## src/source/debug_params.svh

```systemverilog
`ifndef DEBUG_PARAMS_SVH
`define DEBUG_PARAMS_SVH

////////////////////////////////////////////////////////////////////////////
// Serial line timing
////////////////////////////////////////////////////////////////////////////

// Clock cycles per serial bit, kept short for simulation
`define CLKS_PER_BIT 8

// Bytes buffered between the sequencer and the transmitter
`define FIFO_DEPTH 16

////////////////////////////////////////////////////////////////////////////
// Command bytes and dump lengths
////////////////////////////////////////////////////////////////////////////

// ASCII "A", step once and dump the core snapshot
`define CMD_STEP 8'h41
// ASCII "B", dump the start of data memory
`define CMD_MEM 8'h42

`define NUM_REGS 32
`define MEM_DUMP_WORDS 21

`endif

```

## src/source/debug_pkg.sv

```systemverilog
`default_nettype none

package debug_pkg;

	// One serial data byte
	typedef logic [7:0] byte_t;

	// Processor word for PC, instruction, register and memory data
	typedef logic [31:0] word_t;

	// General register index
	typedef logic [4:0] reg_addr_t;

	// Word address on the memory debug port
	typedef logic [31:0] mem_addr_t;

	// Dump sequencer states
	typedef enum logic [2:0] {
		IDLE,
		STEP,
		SEND_CORE,
		SEND_MEM,
		DONE
	} seq_state_t;

endpackage

`default_nettype wire

```

## src/source/byte_fifo.sv

```systemverilog
`timescale 1ns/100ps
`default_nettype none

`include "debug_params.svh"

module byte_fifo
	import debug_pkg::*;
#(
	parameter int DEPTH = `FIFO_DEPTH
)
(
	input  wire   clk,
	input  wire   reset,
	input  byte_t fifo_din,
	input  wire   fifo_wr,
	input  wire   fifo_rd,
	output byte_t fifo_dout,
	output logic  fifo_full,
	output logic  fifo_empty
);

	localparam int PTR_W = $clog2(DEPTH);
	localparam int CNT_W = $clog2(DEPTH + 1);

	byte_t            mem [DEPTH];
	logic [PTR_W-1:0] wr_ptr;
	logic [PTR_W-1:0] rd_ptr;
	logic [CNT_W-1:0] count;
	logic             do_wr;
	logic             do_rd;

	assign do_wr = fifo_wr && !fifo_full;
	assign do_rd = fifo_rd && !fifo_empty;

	always_ff @(posedge clk)
	begin
		if (reset)
		begin
			wr_ptr <= '0;
			rd_ptr <= '0;
			count  <= '0;
		end
		else
		begin
			if (do_wr)
				wr_ptr <= (wr_ptr == PTR_W'(DEPTH - 1)) ? '0 : wr_ptr + 1'b1;
			if (do_rd)
				rd_ptr <= (rd_ptr == PTR_W'(DEPTH - 1)) ? '0 : rd_ptr + 1'b1;
			case ({do_wr, do_rd})
				2'b10:   count <= count + 1'b1;
				2'b01:   count <= count - 1'b1;
				default: count <= count;
			endcase
		end
	end

	always_ff @(posedge clk)
	begin
		if (do_wr)
			mem[wr_ptr] <= fifo_din;
	end

	// Fall-through read, head byte always on the output
	assign fifo_dout  = mem[rd_ptr];
	assign fifo_full  = (count == CNT_W'(DEPTH));
	assign fifo_empty = (count == '0);

endmodule

`default_nettype wire

```

## src/source/debug_unit.sv

```systemverilog
`timescale 1ns/100ps
`default_nettype none

module debug_unit
	import debug_pkg::*;
(
	input  wire       clk,
	input  wire       reset,
	input  wire       rx,
	output logic      tx,
	input  word_t     pc,
	input  word_t     instruction,
	input  word_t     reg_data,
	input  word_t     mem_data,
	output logic      step,
	output logic      debug_mode,
	output reg_addr_t reg_addr,
	output mem_addr_t mem_addr
);

	byte_t rx_byte;
	logic  rx_valid;
	byte_t fifo_din;
	logic  fifo_wr;
	logic  fifo_rd;
	byte_t fifo_dout;
	logic  fifo_full;
	logic  fifo_empty;

	////////////////////////////////////////////////////////////////////////////
	// Receive, sequence, buffer, transmit
	////////////////////////////////////////////////////////////////////////////

	uart_rx uart_rx_i (
		.clk      (clk),
		.reset    (reset),
		.rx       (rx),
		.rx_byte  (rx_byte),
		.rx_valid (rx_valid)
	);

	dump_sequencer dump_sequencer_i (
		.clk         (clk),
		.reset       (reset),
		.rx_byte     (rx_byte),
		.rx_valid    (rx_valid),
		.pc          (pc),
		.instruction (instruction),
		.reg_data    (reg_data),
		.mem_data    (mem_data),
		.fifo_full   (fifo_full),
		.step        (step),
		.debug_mode  (debug_mode),
		.reg_addr    (reg_addr),
		.mem_addr    (mem_addr),
		.fifo_din    (fifo_din),
		.fifo_wr     (fifo_wr)
	);

	// Default depth from the shared constants
	byte_fifo byte_fifo_i (
		.clk        (clk),
		.reset      (reset),
		.fifo_din   (fifo_din),
		.fifo_wr    (fifo_wr),
		.fifo_rd    (fifo_rd),
		.fifo_dout  (fifo_dout),
		.fifo_full  (fifo_full),
		.fifo_empty (fifo_empty)
	);

	uart_tx uart_tx_i (
		.clk        (clk),
		.reset      (reset),
		.fifo_dout  (fifo_dout),
		.fifo_empty (fifo_empty),
		.fifo_rd    (fifo_rd),
		.tx         (tx)
	);

endmodule

`default_nettype wire

```

## src/source/dump_sequencer.sv

```systemverilog
`timescale 1ns/100ps
`default_nettype none

`include "debug_params.svh"

module dump_sequencer
	import debug_pkg::*;
(
	input  wire       clk,
	input  wire       reset,
	input  byte_t     rx_byte,
	input  wire       rx_valid,
	input  word_t     pc,
	input  word_t     instruction,
	input  word_t     reg_data,
	input  word_t     mem_data,
	input  wire       fifo_full,
	output logic      step,
	output logic      debug_mode,
	output reg_addr_t reg_addr,
	output mem_addr_t mem_addr,
	output byte_t     fifo_din,
	output logic      fifo_wr
);

	// PC and instruction come before the register file
	localparam int CORE_BYTES = (`NUM_REGS + 2) * 4;
	localparam int MEM_BYTES  = `MEM_DUMP_WORDS * 4;

	seq_state_t state;
	seq_state_t next_state;
	logic [7:0] byte_idx;
	logic [5:0] word_idx;
	logic [1:0] lane;
	word_t      sel_word;
	logic       sending;
	logic       last_byte;

	////////////////////////////////////////////////////////////////////////////
	// Byte selection
	////////////////////////////////////////////////////////////////////////////

	assign word_idx = byte_idx[7:2];
	assign lane     = byte_idx[1:0];

	// Register and memory addresses follow the word index
	assign reg_addr = reg_addr_t'(word_idx - 6'd2);
	assign mem_addr = mem_addr_t'(word_idx);

	always_comb
	begin
		if (state == SEND_MEM)
			sel_word = mem_data;
		else if (word_idx == 6'd0)
			sel_word = pc;
		else if (word_idx == 6'd1)
			sel_word = instruction;
		else
			sel_word = reg_data;
	end

	// Least significant lane goes out first
	assign fifo_din = sel_word[{lane, 3'b000} +: 8];

	assign sending = (state == SEND_CORE) || (state == SEND_MEM);
	assign fifo_wr = sending && !fifo_full;

	assign last_byte = (state == SEND_MEM) ? (byte_idx == 8'(MEM_BYTES - 1))
		: (byte_idx == 8'(CORE_BYTES - 1));

	// Memory reads are combinational, so a level is enough
	assign debug_mode = (state == SEND_MEM);

	////////////////////////////////////////////////////////////////////////////
	// Command FSM
	////////////////////////////////////////////////////////////////////////////

	always_comb
	begin
		next_state = state;
		case (state)
			IDLE:
			begin
				// Commands are only heard here
				if (rx_valid && rx_byte == `CMD_STEP)
					next_state = STEP;
				else if (rx_valid && rx_byte == `CMD_MEM)
					next_state = SEND_MEM;
			end
			STEP:
				next_state = SEND_CORE;
			SEND_CORE, SEND_MEM:
			begin
				if (fifo_wr && last_byte)
					next_state = DONE;
			end
			DONE:
				next_state = IDLE;
			default:
				next_state = IDLE;
		endcase
	end

	always_ff @(posedge clk)
	begin
		if (reset)
		begin
			state    <= IDLE;
			byte_idx <= '0;
			step     <= 1'b0;
		end
		else
		begin
			state <= next_state;
			// One-cycle pulse following the STEP state
			step  <= (state == STEP);
			// Index only moves when the FIFO takes the byte
			if (fifo_wr)
				byte_idx <= last_byte ? '0 : byte_idx + 1'b1;
		end
	end

endmodule

`default_nettype wire

```

## src/source/uart_rx.sv

```systemverilog
`timescale 1ns/100ps
`default_nettype none

`include "debug_params.svh"

module uart_rx
	import debug_pkg::*;
(
	input  wire   clk,
	input  wire   reset,
	input  wire   rx,
	output byte_t rx_byte,
	output logic  rx_valid
);

	localparam int CNT_W = $clog2(`CLKS_PER_BIT);
	localparam logic [CNT_W-1:0] HALF_BIT = CNT_W'(`CLKS_PER_BIT / 2 - 1);
	localparam logic [CNT_W-1:0] FULL_BIT = CNT_W'(`CLKS_PER_BIT - 1);

	typedef enum logic [1:0] {RX_IDLE, RX_START, RX_DATA, RX_STOP} rx_state_t;

	rx_state_t        state;
	logic             rx_meta;
	logic             rx_sync;
	logic [CNT_W-1:0] baud_cnt;
	logic [2:0]       bit_cnt;
	byte_t            shift;

	// Two-flop synchronizer, line idles high
	always_ff @(posedge clk)
	begin
		if (reset)
		begin
			rx_meta <= 1'b1;
			rx_sync <= 1'b1;
		end
		else
		begin
			rx_meta <= rx;
			rx_sync <= rx_meta;
		end
	end

	////////////////////////////////////////////////////////////////////////////
	// Frame timing
	////////////////////////////////////////////////////////////////////////////

	always_ff @(posedge clk)
	begin
		if (reset)
		begin
			state    <= RX_IDLE;
			baud_cnt <= '0;
			bit_cnt  <= '0;
			rx_valid <= 1'b0;
		end
		else
		begin
			rx_valid <= 1'b0;
			case (state)
				RX_IDLE:
				begin
					baud_cnt <= '0;
					if (!rx_sync)
						state <= RX_START;
				end
				RX_START:
				begin
					// Recheck the start bit halfway through
					if (baud_cnt == HALF_BIT)
					begin
						baud_cnt <= '0;
						bit_cnt  <= '0;
						state    <= rx_sync ? RX_IDLE : RX_DATA;
					end
					else
						baud_cnt <= baud_cnt + 1'b1;
				end
				RX_DATA:
				begin
					if (baud_cnt == FULL_BIT)
					begin
						baud_cnt <= '0;
						bit_cnt  <= bit_cnt + 1'b1;
						if (bit_cnt == 3'd7)
							state <= RX_STOP;
					end
					else
						baud_cnt <= baud_cnt + 1'b1;
				end
				RX_STOP:
				begin
					if (baud_cnt == FULL_BIT)
					begin
						// Low stop bit means a framing error, byte dropped
						rx_valid <= rx_sync;
						baud_cnt <= '0;
						state    <= RX_IDLE;
					end
					else
						baud_cnt <= baud_cnt + 1'b1;
				end
				default:
					state <= RX_IDLE;
			endcase
		end
	end

	// LSB arrives first
	always_ff @(posedge clk)
	begin
		if (state == RX_DATA && baud_cnt == FULL_BIT)
			shift <= {rx_sync, shift[7:1]};
	end

	assign rx_byte = shift;

endmodule

`default_nettype wire

```

## src/source/uart_tx.sv

```systemverilog
`timescale 1ns/100ps
`default_nettype none

`include "debug_params.svh"

module uart_tx
	import debug_pkg::*;
(
	input  wire   clk,
	input  wire   reset,
	input  byte_t fifo_dout,
	input  wire   fifo_empty,
	output logic  fifo_rd,
	output logic  tx
);

	localparam int CNT_W = $clog2(`CLKS_PER_BIT);
	localparam logic [CNT_W-1:0] FULL_BIT = CNT_W'(`CLKS_PER_BIT - 1);

	typedef enum logic [1:0] {TX_IDLE, TX_START, TX_DATA, TX_STOP} tx_state_t;

	tx_state_t        state;
	logic [CNT_W-1:0] baud_cnt;
	logic [2:0]       bit_cnt;
	byte_t            shift;
	logic             bit_end;
	logic             load;

	assign bit_end = (baud_cnt == FULL_BIT);

	// Next byte taken when idle or straight after a stop bit
	assign load = !fifo_empty && (state == TX_IDLE || (state == TX_STOP && bit_end));

	always_ff @(posedge clk)
	begin
		if (reset)
		begin
			state    <= TX_IDLE;
			baud_cnt <= '0;
			bit_cnt  <= '0;
			fifo_rd  <= 1'b0;
		end
		else
		begin
			fifo_rd <= load;
			if (load)
			begin
				state    <= TX_START;
				baud_cnt <= '0;
			end
			else
			begin
				case (state)
					TX_IDLE:
						baud_cnt <= '0;
					TX_START:
					begin
						baud_cnt <= bit_end ? '0 : baud_cnt + 1'b1;
						if (bit_end)
						begin
							bit_cnt <= '0;
							state   <= TX_DATA;
						end
					end
					TX_DATA:
					begin
						baud_cnt <= bit_end ? '0 : baud_cnt + 1'b1;
						if (bit_end)
						begin
							bit_cnt <= bit_cnt + 1'b1;
							if (bit_cnt == 3'd7)
								state <= TX_STOP;
						end
					end
					TX_STOP:
					begin
						baud_cnt <= bit_end ? '0 : baud_cnt + 1'b1;
						if (bit_end)
							state <= TX_IDLE;
					end
					default:
						state <= TX_IDLE;
				endcase
			end
		end
	end

	always_ff @(posedge clk)
	begin
		if (load)
			shift <= fifo_dout;
		else if (state == TX_DATA && bit_end)
			shift <= shift >> 1;
	end

	// Line held high outside start and data bits
	assign tx = (state == TX_START) ? 1'b0 : (state == TX_DATA) ? shift[0] : 1'b1;

endmodule

`default_nettype wire

```

## config.mk

```make
export PLATFORM = sky130hd
export DESIGN_NAME = debug_unit
export DESIGN_NICKNAME = d
export VERILOG_FILES = /design/src/source/debug_pkg.sv /design/src/source/byte_fifo.sv /design/src/source/debug_unit.sv /design/src/source/dump_sequencer.sv /design/src/source/uart_rx.sv /design/src/source/uart_tx.sv
export VERILOG_INCLUDE_DIRS = /design/src /design/src/source
export SDC_FILE = /design/constraint.sdc
export NUM_CORES = 1
export LEC_CHECK = 0
export BUFFER_PORTS_ARGS = -buffer_cell sky130_fd_sc_hd__buf_2
export CORE_MARGIN = 8
export CORE_UTILIZATION = 25
export CTS_CLUSTER_DIAMETER = 40
export DETAILED_ROUTE_END_ITERATION = 12
export GPL_ROUTABILITY_DRIVEN = 0
export PLACE_DENSITY = 0.42
export SYNTH_ARGS = -nofsm -noshare
export SYNTH_HDL_FRONTEND = slang
export SYNTH_HIERARCHICAL = 1
export SYNTH_SLANG_ARGS = --single-unit
```

## constraint.sdc

```tcl
create_clock -name clk -period 3.5 [get_ports clk]
set_input_delay 0.35 -clock clk [delete_from_list [all_inputs] [get_ports clk]]
set_output_delay 0.35 -clock clk [all_outputs]
set_load 0.01 [all_outputs]
```

* After elaboration in Yosys (flattened, before gate mapping)
Memory sizes are Yosys's and may differ from the RTL's. A register that Yosys moved wholly into a read port is not among the register bits. Cells that the tools add are included. W data, S select, Z words.
Cells by class: $add $sub $neg 10, eq/ne operators 39, shifts and indexed selects 1, muxes and demuxes 44, bitwise operators 3, reductions and logical operators 36
Operators by type and width (count):
- $mux W32 | 3
- $shiftx A32 B6 Y8 | 1
- $mux W3 | 10
- $eq A8 B7 Y1 const B | 3
- $mux W8 | 3
- $mux W2 | 10
- $ne A2 B1 Y1 const B | 9
- $pmux W3 S2 | 3
- $pmux W3 S3 | 2
- $mux W4 | 4
- $ne A3 B1 Y1 const B | 5
- $reduce_and A5 Y1 | 3
- $add A3 B1 Y3 const B | 4
- $eq A3 B3 Y1 const B | 4
- $eq A2 B2 Y1 const B | 5
- $logic_and A1 B1 Y1 | 10
- $pmux W5 S2 | 1
- $eq A3 B2 Y1 const B | 3
- $add A4 B1 Y4 const B | 2
- $add A8 B1 Y8 const B | 1
- $eq A4 B4 Y1 const B | 2
- $eq A8 B8 Y1 const B | 1
- $pmux W2 S4 | 1
- $reduce_bool A2 Y1 | 4
- other kinds (24) | 39
Word-level totals: bits in registers 61, memory bits (writable) 128, input bits 131, word-level logic and storage cells 153, memories 1
Memory list:
- byte_fifo_i.mem | depth 16, width 8, rd ports 1, clocked after Yosys merged registers in 1, wr ports 1, RTL line byte_fifo.sv:25 | byte_t mem [DEPTH];

* Logic depth before layout (Yosys ltp)
Gate-level depths: netlist of run 1.
depth after elaboration 6, mapped depth 15, depth with buffers taken out 11

* Modules after synthesis
Netlist of run 1, hierarchy kept.
By module, submodules not included:
- byte_fifo | times used 1, cells each 296, area an instance 5855.6 µm²
- dump_sequencer | times used 1, cells each 293, area an instance 2200.9 µm²
- uart_tx | times used 1, cells each 71, area an instance 880.8 µm²
- uart_rx | times used 1, cells each 66, area an instance 782.0 µm²

* Least setup slack after synthesis of run 1
OpenSTA, ideal clock, no wires.
kind flip-flop to flip-flop, start point reg byte_fifo_i.count[1], end point reg byte_fifo_i.count[4], library setup time 0.121 ns, data arrival time 2.938 ns, path slack 0.441 ns, stages on the path, launching flop included 16, path buffers 4, period minus slack after synthesis 3.059 ns, cell sequence dfxtp_1 -> buf_6 -> or4_4 -> buf_6 -> nor2_1 -> nor3b_4 -> o21ai_4 -> buf_6 -> ha_1 -> clkbuf_1 -> xor2_1 -> ha_1 -> and3b_1 -> o21ai_0 -> a31oi_1 -> mux2_2
Between the ends: word-level cells in the longest chain between the ends 6, elaborated cells on any way between the ends 13, those cells by class 2 x add/sub; 3 x eq/ne; 1 x mux; 7 x reduce/logical
Ends and longest elaborated chain:
- start: declaration | RTL line byte_fifo.sv:28 | logic [CNT_W-1:0] count;
- start signal: assignment | RTL line byte_fifo.sv:50 | 2'b10: count <= count + 1'b1;
- start signal: assignment | RTL line byte_fifo.sv:51 | 2'b01: count <= count - 1'b1;
- start signal: assignment | RTL line byte_fifo.sv:52 | default: count <= count;
- $eq A5 B5 Y1 * | RTL line byte_fifo.sv:65 | assign fifo_full = (count == CNT_W'(DEPTH));
- via fifo_full | RTL line debug_unit.sv:27 | logic fifo_full;
- $logic_not A1 Y1 * | RTL line dump_sequencer.sv:66 | assign fifo_wr = sending && !fifo_full;
- $logic_and A1 B1 Y1 * | RTL line dump_sequencer.sv:66
- via fifo_wr | RTL line debug_unit.sv:24 | logic fifo_wr;
- $logic_and A1 B1 Y1 * | RTL line byte_fifo.sv:32 | assign do_wr = fifo_wr && !fifo_full;
- $eq A2 B1 Y1 / $eq A2 B2 Y1 (equally long branches) | RTL line byte_fifo.sv:49 | case ({do_wr, do_rd})
- $pmux W5 S2 / $reduce_bool A2 Y1 (equally long branches)
Mark *: on every way through the listed nets, which the timed path passes. The rest lies on a longest branch. A chain may end at the register's enable or synchronous reset.

* Final worst setup path of run 1
start point reg dump_sequencer_i.byte_idx[6], end point mem byte_fifo_i/mem[12][1] in the netlist's numbering, data pin
Between the ends: word-level cells in the longest chain between the ends 5, elaborated cells on any way between the ends 6, those cells by class 1 x eq/ne; 1 x shift; 3 x mux; 1 x reduce/logical
Ends and longest elaborated chain:
- start: declaration | RTL line dump_sequencer.sv:32 | logic [7:0] byte_idx;
- start signal: assignment | RTL line dump_sequencer.sv:119 | byte_idx <= last_byte ? '0 : byte_idx + 1'b1;
- $eq A6 B1 Y1 | RTL line dump_sequencer.sv:56 | else if (word_idx == 6'd1)
- $mux W32 | RTL line dump_sequencer.sv:56
- $mux W32 * | RTL line dump_sequencer.sv:54 | else if (word_idx == 6'd0)
- $mux W32 * | RTL line dump_sequencer.sv:52 | if (state == SEND_MEM)
- $shiftx A32 B6 Y8 * | RTL line dump_sequencer.sv:63 | assign fifo_din = sel_word[{lane, 3'b000} +: 8];
- via fifo_din[1] | RTL line debug_unit.sv:23 | byte_t fifo_din;
- end: declaration | RTL line byte_fifo.sv:25
Marked as above.

==> impl_metrics.json, run 1 <==
{
  "status": "complete, but fails checks",
  "failed_checks": "capacitance limit, slew limit, setup timing",
  "cts_tree": "done",
  "synthMuxAreaShare_pct": 14.65,
  "end_kind": "register",
  "dp_hpwl_mm": 18.70,
  "dieArea_um2": 45440,
  "die_x_um": 213.2,
  "yosysTopAreaCellShare_pct": 44.49,
  "power_frac_clock_pct": 43.4,
  "max_slew_margin_pct": -2.368,
  "layout_setup_ws_ns": -0.02904,
  "max_freq_ghz": 0.2834,
  "rsz0062_at_grt": "no",
  "crit_buf_inv": 0,
  "cap_violations": 1,
  "syn_area_um2": 9719,
  "synth_area_per_cell_um2": 13.39,
  "p_per_area_nw_per_um2": 412.6,
  "clk_pin_slew_ns": 0.07,
  "core-area_um2": 38560,
  "power.internal_w": 0.003755,
  "drc": 0,
  "start_kind": "register",
  "vias": 6259,
  "yosys.area.top_type": "edfxtp_1",
  "yosysSeqAreaShare_pct": 54.58,
  "worstHoldStart": "rx",
  "crit_family": "compound AO/OA/AOI/OAI gates",
  "r2r_cells": 4,
  "slowest_stage": "a2111oi_0",
  "layout-drive-gt1-share_pct": 31.32,
  "rows": 72,
  "crit_end": "byte_fifo_i/mem[12][1]",
  "fin_crit_sh_pct": 100.8,
  "synth_cell_types": 67,
  "grt.overflow.total": 0,
  "ctsRootBufferMaster": "clkbuf_16",
  "track_usage_pct": 11.41,
  "netlist_top_cells_area": "edfxtp_1 44%, dfxtp_1 10%, mux4_2 9.3%",
  "die_h_um": 213.2,
  "post_cts_resized": 0,
  "r2r-start": "dump_sequencer_i/byte_idx[6]",
  "finalHoldViolCount": 0,
  "p_sw_share_pct": 20.75,
  "critPathArrivalTime_ns": 3.61,
  "irDropWorstVdd_v": 0.0002880,
  "synth-xor-area-share_pct": 1.171,
  "p_leak_nw": 3.927,
  "grt_first_pass_wirelength_mm": 39.33,
  "reg2reg_slack_ns": -0.03,
  "h-tree-depth": 4,
  "ys_ff_latch": 193,
  "nets": 1009,
  "async_flop_share_pct": 0,
  "diodes": 0,
  "ys.warnings.count": 6,
  "synth-simple-area-share_pct": 8.677,
  "io_buffers": 144,
  "placedCellCount": 1349,
  "crit_fanout": 17,
  "tns_ns": -0.3844,
  "crit_cells": 4,
  "p_comb_share_pct": 4.6,
  "cts_setup_buffers": 0,
  "clockBufferDepth": 2,
  "yosys-top-cells-count": "144 x edfxtp_1, 49 x dfxtp_1, 46 x a21oi_1, 40 x mux4_2, 34 x buf_4",
  "setup_viol": 16,
  "cts_hold_buf": 0,
  "synthAdderAreaFrac_pct": 3.605,
  "critPathRequiredTime_ns": 3.58,
  "fin_cells": 1380,
  "synth-compound-area-share_pct": 11.35,
  "hp-class": "in2reg",
  "totalWireLength_mm": 25.81,
  "via_per_inst": 4.536,
  "clk_latency_ns": 0.43,
  "p_seq_share_pct": 52.0,
  "syn_inst": 726,
  "synth_most_common_cell": "edfxtp_1",
  "area_delta_synth_final_pct": 18.14,
  "dr.pass1.iters": 6,
  "crit_path_max_incr_delay_ns": 1.35,
  "synth_top_family_by_area": "multiplexers",
  "worstPathCellList": "or4_1 > a2111oi_0 > o31ai_1 > o32a_1",
  "grt_max_degree": 50,
  "critical_path_class": "reg2reg",
  "antenna_left": 0,
  "hold_ws_ns": 0.1016,
  "initial_utilization_pct": 25.21,
  "rr_endpoint": "byte_fifo_i/mem[12][1]",
  "fin_crit_ns": 3.529,
  "drt_iter0_markers": 254,
  "drt-wirelength-per-cell_um": 18.70,
  "num_io_pins": 171,
  "grt_pass1_vias": 6688,
  "p_sw_w": 0.0009829,
  "finalClockSkew_ns": 0.008197,
  "place_ws_ns": 0.09108,
  "synth_flop_cell": "edfxtp_1",
  "antenna_found_initial": 0,
  "worstSetupStartpoint": "dump_sequencer_i/byte_idx[6]",
  "worstMarginPinSlew_ns": 1.497,
  "slew_viol_final": 1,
  "cts_made_buffers": 17,
  "synth_edf_count": 144,
  "cts_sinks": 193
}
## cell type report
cell class                      count  area (um2)
Clock buffer                       18       429.2
Multi-Input combinational cell    457        3964
Inverter                           20       75.07
Sequential cell                   193        5308
Fill cell                        4005       27070
Clock inverter                     13       185.2
Timing Repair Buffer              161       873.3
Tap cell                          518       648.1
## cell families after synthesis
group	Yosys count
other	1
and+or+nand+nor	149
DFF	193
xor gates and xnor gates	13
adders and majority gates	28
muxes	90
buffers and inverters	101
AOI/OAI and AO/OA	151
## cell usage in the layout, fill, tap and decap left out, types with 12 or more instances in the layout
cell type and instances:
and2_1 16, o211ai_1 13, nor2_1 30, ha_1 28, dfxtp_1 47, clkbuf_16 17
a311oi_1 17, edfxtp_1 144, nand2_1 27, buf_2 144, buf_4 15, mux2i_1 32
a21oi_1 46, nor2b_1 13, inv_1 18, mux2_2 18, mux4_2 40, conb_1 26
o21ai_0 12
## metrics by stage
| step | total power, W | instance area (um2) | utilization [%] |
|---|---|---|---|
| floorplan | 0.002637 | 9813 | - |
| detailed placement | 0.002731 | 10870 | 28.19 |
| finish | 0.004738 | 11480 | 29.78 |
| global placement | 0.002733 | 10870 | 28.19 |
| CTS | 0.004806 | 11480 | 29.78 |
| global route | 0.004900 | 11480 | 29.78 |
## layer usage
layer / vias up / part of all wire (%) / wire (um) / global-route usage, %
met5: - / 0 / 0 / 0
met4: 0 / 2.9 / 740 / 4.680
met2: 209 / 48 / 12280 / 18.86
met1: 3004 / 44 / 11300 / 13.89
li1: 3010 / - / - / -
met3: 36 / 5.8 / 1487 / 3.200
## state kept, by name, indices dropped and copies added (netlist names), 4 cells and up, named ones only
| name | flops |
|---|---|
| uart_tx_i/shift | 8 |
| uart_rx_i/rx_byte | 8 |
| byte_fifo_i/mem | 128 |
| byte_fifo_i/wr_ptr | 4 |
| byte_fifo_i/count | 5 |
| byte_fifo_i/rd_ptr | 4 |
| dump_sequencer_i/byte_idx | 8 |
## power groups by stage
| stage | registers, W | clock network [W] | logic (W) |
|---|---|---|---|
| after floorplan | 0.00251 | 0 | 0.000127 |
| after global placement | 0.00251 | 0 | 0.000220 |
| final | 0.00246 | 0.00206 | 0.000218 |
| after global routing | 0.00246 | 0.00220 | 0.000241 |
| after CTS | 0.00246 | 0.00212 | 0.000219 |
| after detailed placement | 0.00251 | 0 | 0.000218 |
## worst min path at each step
stage | end | slack, ns | depth (start not counted)
finish | uart_rx_i/rx_meta | 0.10 | 2
global route | uart_rx_i/rx_meta | 0.08 | 2
CTS | uart_rx_i/rx_meta | 0.08 | 2
detailed placement | uart_rx_i/rx_sync | 0.40 | 1
global placement | uart_rx_i/rx_sync | 0.39 | 1
floorplan | uart_rx_i/rx_sync | 0.39 | 1
No activity file was read; power rests on OpenSTA's default activity.
==> run 2: changes to the inputs <==
Settings changed: ABC_AREA set to 1.
==> run 2 against run 1 <==
  * The run now ends clean
  * Register-to-register slack improved by 0.80 ns
  * Routed wire length rose by 21%
  * Cell count rose by 46%
  * First-iteration DRC count rose by 96%
  * Final area rose by 9.2%
  * Fmax rose by 29%
  * Critical endpoint is now byte_fifo_i/mem[11][0]
  * Largest cell class unchanged
==> impl_metrics.json, run 2 <==
{
  "status": "finished clean",
  "drc": 0,
  "ys.warnings.count": 6,
  "crit_top_cell": "nand2_1",
  "cts_setup_buffers": 0,
  "num_io_pins": 171,
  "antenna_left": 0,
  "diodes": 0,
  "grt_max_degree": 61,
  "cts_sinks": 193,
  "crit_fanout": 25,
  "largest_reg_flops": 128,
  "cts_hold_buf": 0,
  "dp_hpwl_mm": 22.82,
  "finalHoldViolCount": 0,
  "clockBufferDepth": 2,
  "synth_edf_count": 144,
  "r2r_cells": 11,
  "io_buffers": 144,
  "die_h_um": 223.6,
  "synth_cell_types": 38,
  "core-area_um2": 42790,
  "vias": 8612,
  "track_usage_pct": 12.38,
  "cap_violations": 0,
  "grt_pass1_vias": 8815,
  "grt_first_pass_wirelength_mm": 49.42,
  "finalClockSkew_ns": 0.01266,
  "syn_area_um2": 10770,
  "final_common_cell": "nand2_1",
  "rows": 76,
  "drt_iter0_markers": 497,
  "final_cell_mix": "278 x nand2_1, 225 x inv_1, 194 x nor2_1",
  "dieArea_um2": 49990,
  "slew_viol_final": 0,
  "layout-drive-gt1-share_pct": 15.63,
  "ys_ff_latch": 193,
  "irDropWorstVdd_v": 0.0003633,
  "cts_made_buffers": 17,
  "setup_viol": 0,
  "nets": 1611,
  "async_flop_share_pct": 0,
  "clk_pin_slew_ns": 0.07,
  "initial_utilization_pct": 25.18,
  "worstMarginPinSlew_ns": 0.8401,
  "hp-class": "in2reg",
  "rsz0062_at_grt": "no",
  "yosysSeqAreaShare_pct": 49.25,
  "synth_most_common_cell": "nand2_1",
  "p_leak_nw": 5.672,
  "grt.overflow.total": 0,
  "start_kind": "register",
  "totalWireLength_mm": 31.16,
  "via_per_inst": 4.282,
  "area_delta_synth_final_pct": 16.35,
  "ctsRootBufferMaster": "clkbuf_16",
  "synth_flop_cell": "edfxtp_1",
  "die_x_um": 223.6,
  "end_kind": "register",
  "antenna_found_initial": 1,
  "cts_tree": "done",
  "clk_latency_ns": 0.43,
  "tns_ns": 0,
  "synth_area_per_cell_um2": 8.076,
  "dr.pass1.iters": 5,
  "drt-wirelength-per-cell_um": 15.50,
  "yosys.area.top_type": "edfxtp_1",
  "critPathRequiredTime_ns": 3.62,
  "h-tree-depth": 4,
  "p_per_area_nw_per_um2": 649.4,
  "critPathArrivalTime_ns": 2.85,
  "netlist_top_cells_area": "edfxtp_1 40%, nand2_1 9.7%, dfxtp_1 9.1%",
  "post_cts_resized": 0,
  "place_ws_ns": 0.7962,
  "syn_inst": 1334,
  "yosys-top-cells-count": "278 x nand2_1, 225 x inv_1, 194 x nor2_1, 144 x edfxtp_1, 108 x nand3_1",
  "slowest_stage": "nand2_1",
  "yosysTopAreaCellShare_pct": 40.14,
  "fin_crit_sh_pct": 77.98,
  "hold_depth": 2,
  "max_freq_ghz": 0.3664,
  "worstPathCellList": "inv_2 > nor2_4 > nand3_2 > buf_4 > nand2_1 > nand3_1 > nand2_1 > nand2_1 > nand2_1 > nand2_1 > nand2_1",
  "top_register": "byte_fifo_i/mem",
  "fin_crit_ns": 2.729,
  "max_slew_margin_pct": 43.79,
  "critical_path_class": "reg2reg",
  "layout_setup_ws_ns": 0.7706,
  "crit_path_max_incr_delay_ns": 0.57
}
[run 2: worst max-delay path: cells and delay by family (launching register included)]
kind	cells	cell delay [ns]
DFF	1	0.46
and+or+nand+nor	9	1.48
buffers and inverters	2	0.46
[run 2: area by class of cell]
cell class,count,area [um2]
fillers,4687,30260
flip-flops and latches,193,5310
multi-input cells,844,4140
repair buffers,163,888.4
inverters,233,874.6
well taps,546,683.2
clock buffers,18,429.2
clock inverters,14,209.0
[run 2: metal layers]
metal	vias up	routed length [um]	global-route usage (%)
met4	2	526	3.335
met3	27	1467	2.943
met5	-	10	0
li1	4446	-	-
met1	3933	15170	16.54
met2	204	13990	19.89
[run 2: kinds of logic (layout without fill, tap and decap cells)]
group                      Yosys count  count (layout)  synth area share [%]
DFF                                193             193                 49.25
other                                1              26               0.03481
buffers and inverters              322             428                 13.19
and+or+nand+nor                    649             649                 25.91
AOI/OAI and AO/OA                  132             132                 7.631
adders and majority gates           28              28                 3.252
xor gates and xnor gates             9               9                0.7317
[run 2: where the power goes]
| part | switching [W] | total [W] | internal (W) |
|---|---|---|---|
| Combinational | 0.00191 | 0.00274 | 0.000832 |
| Clock | 0.000879 | 0.00215 | 0.00127 |
| Sequential | 0.000214 | 0.00325 | 0.00303 |
| Total | 0.00300 | 0.00814 | 0.00514 |
[run 2: final timing paths]
path                                 from                     end  slack [ns]
min                                    rx       uart_rx_i/rx_meta        0.13
max          dump_sequencer_i/byte_idx[2]  byte_fifo_i/mem[11][0]        0.77
min reg2reg             uart_rx_i/rx_meta       uart_rx_i/rx_sync        0.41
max reg2reg  dump_sequencer_i/byte_idx[2]  byte_fifo_i/mem[11][0]        0.77
[run 2: per-stage QoR]
stage / cells / hold slack [ns] / power, W / instance area (um2) / utilization, %
after detailed placement: 1979 / 0.3969 / 0.006097 / 11900 / 27.80
after global routing: 2011 / 0.1142 / 0.008702 / 12530 / 29.29
after global placement: 1979 / 0.4019 / 0.006108 / 11900 / 27.80
final: 2011 / 0.1294 / 0.008140 / 12530 / 29.29
after CTS: 2011 / 0.1092 / 0.008261 / 12530 / 29.29
after floorplan: 1359 / 0.3895 / 0.005098 / 10870 / -
